## src/exec_config.svh

```systemverilog
`ifndef EXEC_CONFIG_SVH
`define EXEC_CONFIG_SVH

// one word of data path
`define DATA_WIDTH 32

// register file geometry
`define REG_COUNT 32
`define REG_ADDR_WIDTH 5

// width of the wrapping retire counter
`define RETIRE_WIDTH 16

`endif

```

## src/exec_pkg.sv

```systemverilog
`include "exec_config.svh"

package exec_pkg;

    typedef logic [`DATA_WIDTH-1:0] word_t;
    typedef logic [`REG_ADDR_WIDTH-1:0] regAddr_t;
    typedef logic [`RETIRE_WIDTH-1:0] retireCount_t;

    // any unlisted alu op code gives 0
    typedef enum logic [3:0] {
        aluAdd     = 4'h0,
        aluSub     = 4'h1,
        aluAnd     = 4'h2,
        aluOr      = 4'h3,
        aluNor     = 4'h4,
        aluSlt     = 4'h5,
        aluSll     = 4'h6,
        aluSrl     = 4'h7,
        aluXor     = 4'h8,
        aluSll16   = 4'h9,
        aluInvalid = 4'hf
    } aluOp_e;

    typedef enum logic [1:0] {
        stIdle,
        stReadOperands,
        stExecute,
        stWriteBack
    } execState_e;

    typedef struct packed {
        aluOp_e op;
        word_t  leftOperand;
        word_t  rightOperand;
    } aluReq_t;

    // what gets reported on each writeback
    typedef struct packed {
        regAddr_t destReg;
        word_t    data;
        logic     zero;
    } wbInfo_t;

endpackage

```

## src/aluCore.sv

```systemverilog
`timescale 1ns/100ps
`include "exec_config.svh"

module aluCore (
    input  exec_pkg::aluReq_t req,
    output exec_pkg::word_t   result,
    output logic              zero
);
    localparam int shamtWidth = $clog2(`DATA_WIDTH);

    logic                  isSub;
    logic [shamtWidth-1:0] shamt;
    exec_pkg::word_t       addSubResult;
    exec_pkg::word_t       andResult;
    exec_pkg::word_t       orResult;
    exec_pkg::word_t       norResult;
    exec_pkg::word_t       xorResult;
    exec_pkg::word_t       sltResult;
    exec_pkg::word_t       shiftLeftResult;
    exec_pkg::word_t       shiftRightResult;
    exec_pkg::word_t       shiftLeft16Result;

    // one adder serves add, sub and slt
    assign isSub = (req.op == exec_pkg::aluSub) || (req.op == exec_pkg::aluSlt);
    assign addSubResult = req.leftOperand
                        + (isSub ? ~req.rightOperand : req.rightOperand)
                        + {{(`DATA_WIDTH-1){1'b0}}, isSub};

    // sign of the raw difference with overflow ignored
    assign sltResult = {{(`DATA_WIDTH-1){1'b0}}, addSubResult[`DATA_WIDTH-1]};

    assign andResult = req.leftOperand & req.rightOperand;
    assign orResult  = req.leftOperand | req.rightOperand;
    assign norResult = ~(req.leftOperand | req.rightOperand);
    assign xorResult = req.leftOperand ^ req.rightOperand;

    // shift amount rides in the left operand, value in the right
    assign shamt             = req.leftOperand[shamtWidth-1:0];
    assign shiftLeftResult   = req.rightOperand << shamt;
    assign shiftRightResult  = req.rightOperand >> shamt;
    assign shiftLeft16Result = req.rightOperand << 16;

    always_comb begin
        case (req.op)
            exec_pkg::aluAdd:   result = addSubResult;
            exec_pkg::aluSub:   result = addSubResult;
            exec_pkg::aluAnd:   result = andResult;
            exec_pkg::aluOr:    result = orResult;
            exec_pkg::aluNor:   result = norResult;
            exec_pkg::aluSlt:   result = sltResult;
            exec_pkg::aluSll:   result = shiftLeftResult;
            exec_pkg::aluSrl:   result = shiftRightResult;
            exec_pkg::aluXor:   result = xorResult;
            exec_pkg::aluSll16: result = shiftLeft16Result;
            default:            result = '0;
        endcase
    end

    assign zero = ~|result;

endmodule

```

## src/regFile.sv

```systemverilog
`timescale 1ns/100ps
`include "exec_config.svh"

module regFile (
    input  logic               clk,
    input  logic               rstN,
    input  exec_pkg::regAddr_t readAddrA,
    input  exec_pkg::regAddr_t readAddrB,
    output exec_pkg::word_t    readDataA,
    output exec_pkg::word_t    readDataB,
    input  logic               writeEn,
    input  exec_pkg::regAddr_t writeAddr,
    input  exec_pkg::word_t    writeData
);
    exec_pkg::word_t regs [`REG_COUNT];

    // r0 is cleared by reset and never written, so it reads as zero
    always_ff @(posedge clk) begin
        if (!rstN) begin
            for (int i = 0; i < `REG_COUNT; i++) begin
                regs[i] <= '0;
            end
        end else if (writeEn && (writeAddr != '0)) begin
            regs[writeAddr] <= writeData;
        end
    end

    // asynchronous read ports
    assign readDataA = regs[readAddrA];
    assign readDataB = regs[readAddrB];

endmodule

```

## src/execControl.sv

```systemverilog
`timescale 1ns/100ps
`include "exec_config.svh"

module execControl (
    input  logic               clk,
    input  logic               rstN,
    input  logic               instrValid,
    input  exec_pkg::word_t    instr,
    output logic               busy,
    output exec_pkg::regAddr_t readAddrA,
    output exec_pkg::regAddr_t readAddrB,
    input  exec_pkg::word_t    readDataA,
    input  exec_pkg::word_t    readDataB,
    output exec_pkg::aluReq_t  aluReq,
    input  exec_pkg::word_t    aluResult,
    input  logic               aluZero,
    output logic               writeEn,
    output logic               wbValid,
    output exec_pkg::wbInfo_t  wbInfo
);
    // opcodes
    localparam logic [5:0] opRType = 6'h00;
    localparam logic [5:0] opAddi  = 6'h08;
    localparam logic [5:0] opSlti  = 6'h0a;
    localparam logic [5:0] opAndi  = 6'h0c;
    localparam logic [5:0] opOri   = 6'h0d;
    localparam logic [5:0] opXori  = 6'h0e;
    localparam logic [5:0] opLui   = 6'h0f;
    // r-type funct codes
    localparam logic [5:0] fnSll  = 6'h00;
    localparam logic [5:0] fnSrl  = 6'h02;
    localparam logic [5:0] fnSllv = 6'h04;
    localparam logic [5:0] fnSrlv = 6'h06;
    localparam logic [5:0] fnAdd  = 6'h20;
    localparam logic [5:0] fnSub  = 6'h22;
    localparam logic [5:0] fnAnd  = 6'h24;
    localparam logic [5:0] fnOr   = 6'h25;
    localparam logic [5:0] fnXor  = 6'h26;
    localparam logic [5:0] fnNor  = 6'h27;
    localparam logic [5:0] fnSlt  = 6'h2a;

    exec_pkg::execState_e state;
    exec_pkg::word_t      instrReg;
    exec_pkg::aluReq_t    reqNext;
    exec_pkg::regAddr_t   destReg;
    exec_pkg::word_t      signImm;
    exec_pkg::word_t      zeroImm;
    exec_pkg::word_t      shamtExt;
    logic [5:0]           opcode;
    logic [5:0]           funct;

    assign opcode    = instrReg[31:26];
    assign funct     = instrReg[5:0];
    assign readAddrA = instrReg[25:21];
    assign readAddrB = instrReg[20:16];
    assign signImm   = {{(`DATA_WIDTH-16){instrReg[15]}}, instrReg[15:0]};
    assign zeroImm   = {{(`DATA_WIDTH-16){1'b0}}, instrReg[15:0]};
    assign shamtExt  = {{(`DATA_WIDTH-5){1'b0}}, instrReg[10:6]};

    // decode into alu op, operand sources and destination
    always_comb begin
        reqNext.op           = exec_pkg::aluInvalid;
        reqNext.leftOperand  = readDataA;
        reqNext.rightOperand = readDataB;
        destReg              = instrReg[20:16];
        if (opcode == opRType) begin
            destReg = instrReg[15:11];
            case (funct)
                fnAdd:  reqNext.op = exec_pkg::aluAdd;
                fnSub:  reqNext.op = exec_pkg::aluSub;
                fnAnd:  reqNext.op = exec_pkg::aluAnd;
                fnOr:   reqNext.op = exec_pkg::aluOr;
                fnNor:  reqNext.op = exec_pkg::aluNor;
                fnXor:  reqNext.op = exec_pkg::aluXor;
                fnSlt:  reqNext.op = exec_pkg::aluSlt;
                fnSllv: reqNext.op = exec_pkg::aluSll;
                fnSrlv: reqNext.op = exec_pkg::aluSrl;
                fnSll: begin
                    reqNext.op          = exec_pkg::aluSll;
                    reqNext.leftOperand = shamtExt;
                end
                fnSrl: begin
                    reqNext.op          = exec_pkg::aluSrl;
                    reqNext.leftOperand = shamtExt;
                end
                default: reqNext.op = exec_pkg::aluInvalid;
            endcase
        end else begin
            case (opcode)
                opAddi: reqNext.op = exec_pkg::aluAdd;
                opSlti: reqNext.op = exec_pkg::aluSlt;
                opAndi: reqNext.op = exec_pkg::aluAnd;
                opOri:  reqNext.op = exec_pkg::aluOr;
                opXori: reqNext.op = exec_pkg::aluXor;
                opLui:  reqNext.op = exec_pkg::aluSll16;
                default: reqNext.op = exec_pkg::aluInvalid;
            endcase
            // addi and slti sign extend, the rest zero extend
            if (opcode == opAddi || opcode == opSlti) begin
                reqNext.rightOperand = signImm;
            end else begin
                reqNext.rightOperand = zeroImm;
            end
        end
    end

    always_ff @(posedge clk) begin
        if (!rstN) begin
            state <= exec_pkg::stIdle;
        end else begin
            case (state)
                exec_pkg::stIdle: begin
                    if (instrValid) begin
                        state <= exec_pkg::stReadOperands;
                    end
                end
                exec_pkg::stReadOperands: state <= exec_pkg::stExecute;
                exec_pkg::stExecute:      state <= exec_pkg::stWriteBack;
                default:                  state <= exec_pkg::stIdle;
            endcase
        end
    end

    // instruction, alu request and result stage
    always_ff @(posedge clk) begin
        if (state == exec_pkg::stIdle && instrValid) begin
            instrReg <= instr;
        end
        if (state == exec_pkg::stReadOperands) begin
            aluReq <= reqNext;
        end
        if (state == exec_pkg::stExecute) begin
            wbInfo.destReg <= destReg;
            wbInfo.data    <= aluResult;
            wbInfo.zero    <= aluZero;
        end
    end

    assign busy    = (state != exec_pkg::stIdle);
    assign wbValid = (state == exec_pkg::stWriteBack);
    assign writeEn = (state == exec_pkg::stWriteBack);

endmodule

```

## src/retireCounter.sv

```systemverilog
`timescale 1ns/100ps

module retireCounter (
    input  logic                   clk,
    input  logic                   rstN,
    input  logic                   wbValid,
    output exec_pkg::retireCount_t retireCount
);

    // counts each writeback and wraps at the top
    always_ff @(posedge clk) begin
        if (!rstN) begin
            retireCount <= '0;
        end else if (wbValid) begin
            retireCount <= retireCount + 1'b1;
        end
    end

endmodule

```

## src/execUnit.sv

```systemverilog
`timescale 1ns/100ps

module execUnit (
    input  logic                   clk,
    input  logic                   rstN,
    input  logic                   instrValid,
    input  exec_pkg::word_t        instr,
    output logic                   busy,
    output logic                   wbValid,
    output exec_pkg::wbInfo_t      wbInfo,
    output exec_pkg::retireCount_t retireCount
);
    exec_pkg::regAddr_t readAddrA;
    exec_pkg::regAddr_t readAddrB;
    exec_pkg::word_t    readDataA;
    exec_pkg::word_t    readDataB;
    exec_pkg::aluReq_t  aluReq;
    exec_pkg::word_t    aluResult;
    logic               aluZero;
    logic               writeEn;

    execControl control (
        .clk        (clk),
        .rstN       (rstN),
        .instrValid (instrValid),
        .instr      (instr),
        .busy       (busy),
        .readAddrA  (readAddrA),
        .readAddrB  (readAddrB),
        .readDataA  (readDataA),
        .readDataB  (readDataB),
        .aluReq     (aluReq),
        .aluResult  (aluResult),
        .aluZero    (aluZero),
        .writeEn    (writeEn),
        .wbValid    (wbValid),
        .wbInfo     (wbInfo)
    );

    // write port fed straight from the reported writeback
    regFile regs (
        .clk       (clk),
        .rstN      (rstN),
        .readAddrA (readAddrA),
        .readAddrB (readAddrB),
        .readDataA (readDataA),
        .readDataB (readDataB),
        .writeEn   (writeEn),
        .writeAddr (wbInfo.destReg),
        .writeData (wbInfo.data)
    );

    aluCore alu (
        .req    (aluReq),
        .result (aluResult),
        .zero   (aluZero)
    );

    retireCounter retire (
        .clk         (clk),
        .rstN        (rstN),
        .wbValid     (wbValid),
        .retireCount (retireCount)
    );

endmodule

```

## config.mk

```make
export PLATFORM = sky130hd
export DESIGN_NAME = execUnit
export DESIGN_NICKNAME = d
export VERILOG_FILES = /design/src/exec_pkg.sv /design/src/aluCore.sv /design/src/regFile.sv /design/src/execControl.sv /design/src/retireCounter.sv /design/src/execUnit.sv
export VERILOG_INCLUDE_DIRS = /design/src
export SDC_FILE = /design/constraint.sdc
export NUM_CORES = 2
export LEC_CHECK = 0
export BUFFER_PORTS_ARGS = -buffer_cell sky130_fd_sc_hd__buf_2
export CORE_MARGIN = 4
export CORE_UTILIZATION = 25
export DETAILED_ROUTE_END_ITERATION = 8
export PLACE_DENSITY = 0.5
export SYNTH_ARGS = -nofsm -noshare
export SYNTH_HDL_FRONTEND = slang
export SYNTH_SLANG_ARGS = --single-unit
```

## constraint.sdc

```tcl
create_clock -name clk -period 8 [get_ports clk]
set_input_delay 0.4 -clock clk [delete_from_list [all_inputs] [get_ports clk]]
set_output_delay 0.4 -clock clk [all_outputs]
set_load 0.01 [all_outputs]
```

==> reports/summary.log <==
[detailed_routing] post-route antenna net violation count 0
[clocking] post-CTS setup-driven buffer insertion count 0
[synthesis] Main synth FF type edfxtp_1
[clocking] number of sinks on the clock net 1190
[global_routing] first-pass GRT wire length 372000 µm
[min_path] min-delay src rstN
[layout] number of fillers in the final layout 27.0k
[timing] achievable frequency 0.171 GHz
[clocking] total of cells resized after clock tree synthesis 0
[critical_path] Worst R2R Start control.aluReq[64]
[min_path] Min-Delay Endpoint regs.regs[1][11]
[critical_path] Data arrival, critical path 6.50 ns
[synthesis] cell types occupying the most area after synthesis edfxtp_1 51%, mux4_2 23%, and2_1 9.1%
[synthesis] Avg Synthesized Cell Area 14.4 µm²
[layout] area growth from synthesis to final layout 14.6%
[timing] actual slew at the worst max-slew pin 1.34 ns
[global_routing] number of antenna violations at the first check in global routing 45
[pwr] worst-case vdd ir drop 0.186 mV
[synthesis] register bit total from synthesis 1190
[layout] area used by sequential logic in the layout 0.0355 mm²
[clocking] Clk Latency, worst-skew pair 0.81 ns
[clocking] clock root buffer clkbuf_16
[flow_run] # Max-Cap Violations 0
[detailed_routing] routed length per placed instance 32.0 µm
[detailed_routing] detailed-routing iteration count for the pre-antenna-repair pass 6
[placed_design] routability congestion estimate 0.955
[min_path] class of the tightest hold or removal check in -> reg
[timing] period utilization 73.3%
[synthesis] Synth Cell Area 0.0685 mm²
[placed_design] Buffers on Ports 90
[layout] final cell utilization of the core 28.9%
[clocking] clock-pin slew on the worst setup and hold paths 0.08 ns
[global_routing] Total Routing Usage GR 18.6%
[die] vertical die dimension 531 µm
[clocking] H-tree Lvls 4
[timing] total negative setup slack 0 ns
[global_routing] overflow left after global routing 0
[timing] number of pins with negative max-slew slack in the final report 0
[synthesis] asr flop ratio synth 0%
[timing] clock skew 0.0361 ns
[detailed_routing] vias per std cell 5.33
[synthesis] Yosys cell types 95
[detailed_routing] DRC Markers 0
[layout] NumNets Final 4846
[clocking] number of buffers created by CTS 139
[die] Total Die Area 0.282 mm²
[timing] number of endpoints failing setup at the final stage 0
[placed_design] number of cells in the design after placement 8104
[outcome] result of the run completed
[synthesis] Synth Warn # 0
[placed_design] final HPWL from detailed placement 169000 µm
[synthesis] count of flip-flops with a built-in enable after synthesis 1162
[critical_path] kind of critical path reg -> reg
[clocking] CTS tree done
[synthesis] biggest area consumer among synthesized cells edfxtp_1
[pwr] leak pwr 0.0275 µW
[layout] proportion of layout cells with a drive suffix above 1 26.6%
[global_routing] pin count of the biggest net entering global routing 121
[detailed_routing] initial DRC count 6374
[pwr] pwr/cell area 320 mW/mm²
[synthesis] gate count of the mapped netlist 4745
[synthesis] sequential-to-total area share from yosys stat 51.8%
[critical_path] worst-case reg-to-reg path depth 15
[critical_path] Crit Reg-Reg Endpoint control.wbInfo[0]
[synthesis] Synth top area share 51.0%
[detailed_routing] vias after detailed routing 44.8k
[critical_path] worst path required time 8.64 ns
[layout] non-filler instance count after layout 8396
[critical_path] maximum net fanout on the critical path 34
[clocking] number of hold buffers added after cts 34
[timing] worst-case headroom to the max-slew limit 9.63%
[timing] Period minus WS final 5.86 ns
[min_path] number of cells on the worst hold path 2
[timing] hold slack 0.261 ns
[die] starting density of the core 25.2%
[critical_path] setup slack of the worst register-to-register path 2.14 ns
[clocking] clk buf depth 3
[pwr] Final Total Pwr 25100 µW
[critical_path] kind of end point of the critical path register
[die] number of standard-cell rows in the floorplan 191
[global_routing] via count of the first global-routing pass 45.1k
[layout] area occupied by multi-input gates 0.0315 mm²
[die] placeable core area 0.272 mm²
[timing] unrepaired setup endpoints after global routing no
[critical_path] launching element type of the critical path register
[detailed_routing] overall routed net length 269000 µm
[die] Die X 531 µm
[timing] hold violation total from the final report 0
[die] Top-Level Pins 91
## placed cells by master, fill, tap and decap left out, types with 89 or more instances in the layout
cell and n:
and2_1 1001, buf_2 89, buf_4 156, clkbuf_16 143
edfxtp_1 1162, ha_1 99, mux2i_1 113, mux4_2 696
nand2_1 158, nor2_1 124, o21ai_0 99
## logic make-up (layout without fill, tap and decap cells)
family          count (synthesis)  in the layout  share of synthesized area [%]
compound gates                426            426                           4.17
xor+xnor                       59             59                          0.755
fa+ha+maj                     102            102                           1.87
buf+inv                       585            626                           3.31
flops                        1190           1190                           51.8
mux                           846            846                           25.2
other cells                     1             41                        0.00548
simple gates                 1536           1536                           12.9
## routing by layer
layer / share of wire (%) / track usage [%]
met1: 41 / 25.2
met2: 46 / 29.3
met3: 9.4 / 4.30
met4: 3.1 / 5.75
met5: 0 / 0
## power by group
| part | switching [µW] | internal [µW] |
|---|---|---|
| Sequential | 993 | 7430 |
| Combinational | 6030 | 4160 |
| Clock | 2770 | 3720 |
| Total | 9800 | 15300 |
## registers in the layout (all words and copies together) (netlist names), named ones only
register            cells
control.aluReq         68
regs.regs            1024
control.instrReg       32
control.state           2
control.wbInfo         38
retire.retireCount     16
## worst max-delay path: stages, from the launching register on
cell and delay [ns]:
edfxtp_1 0.32, buf_4 0.35, or3b_2 0.72, buf_4 0.35
xnor2_1 0.17, ha_1 0.46, a21oi_1 0.15, o21ai_1 0.34
nor2_1 0.13, a2111oi_0 0.92, a211oi_1 0.21, o21a_1 0.25
or2_1 0.33, a311o_1 0.37, or4_1 0.45, nor4_2 0.16
## stage by stage
step	area, µm²	worst slack [ns]
final	78500	2.14
after global placement	73600	2.10
after CTS	78500	2.18
after floorplan	68600	3.40
after detailed placement	73600	2.21
after global routing	78500	1.92
## synthesized netlist by cell type (all sizes together), types with 8 or more instances
cell type  number
edfxtp       1162
and2         1003
mux4          696
clkbuf        398
nand2         159
nor2          155
o21ai         132
mux2i         113
ha            101
buf            97
inv            87
a21oi          66
xnor2          46
nand3          41
mux2           37
nor3           37
o211ai         35
dfxtp          28
a22oi          24
nand4          21
a31oi          20
nor2b          20
a211oi         16
or3            16
and3           14
xor2           13
a21o           12
o22ai          12
nand3b         11
a222oi         10
nor4            8
o21a            8
## worst max-delay path by stage
stage,from,end
5_1_grt,control.aluReq[64],control.wbInfo[0]
3_3_place_gp,control.aluReq[64],control.wbInfo[0]
3_5_place_dp,control.aluReq[64],control.wbInfo[0]
6_report,control.aluReq[64],control.wbInfo[0]
2_1_floorplan,control.aluReq[65],control.wbInfo[0]
4_1_cts,control.aluReq[64],control.wbInfo[0]
## layout make-up
| type | count | area share (%) |
|---|---|---|
| diodes | 9 | 0.0287 |
| clock buffers | 182 | 4.85 |
| flip-flops and latches | 1190 | 45.2 |
| clock inverters | 67 | 0.928 |
| multi-input cells | 3001 | 40.2 |
| inverters | 90 | 0.430 |
| repair buffers | 287 | 2.70 |
| well taps | 3570 | 5.69 |
Power figures use the tool's default switching activity.
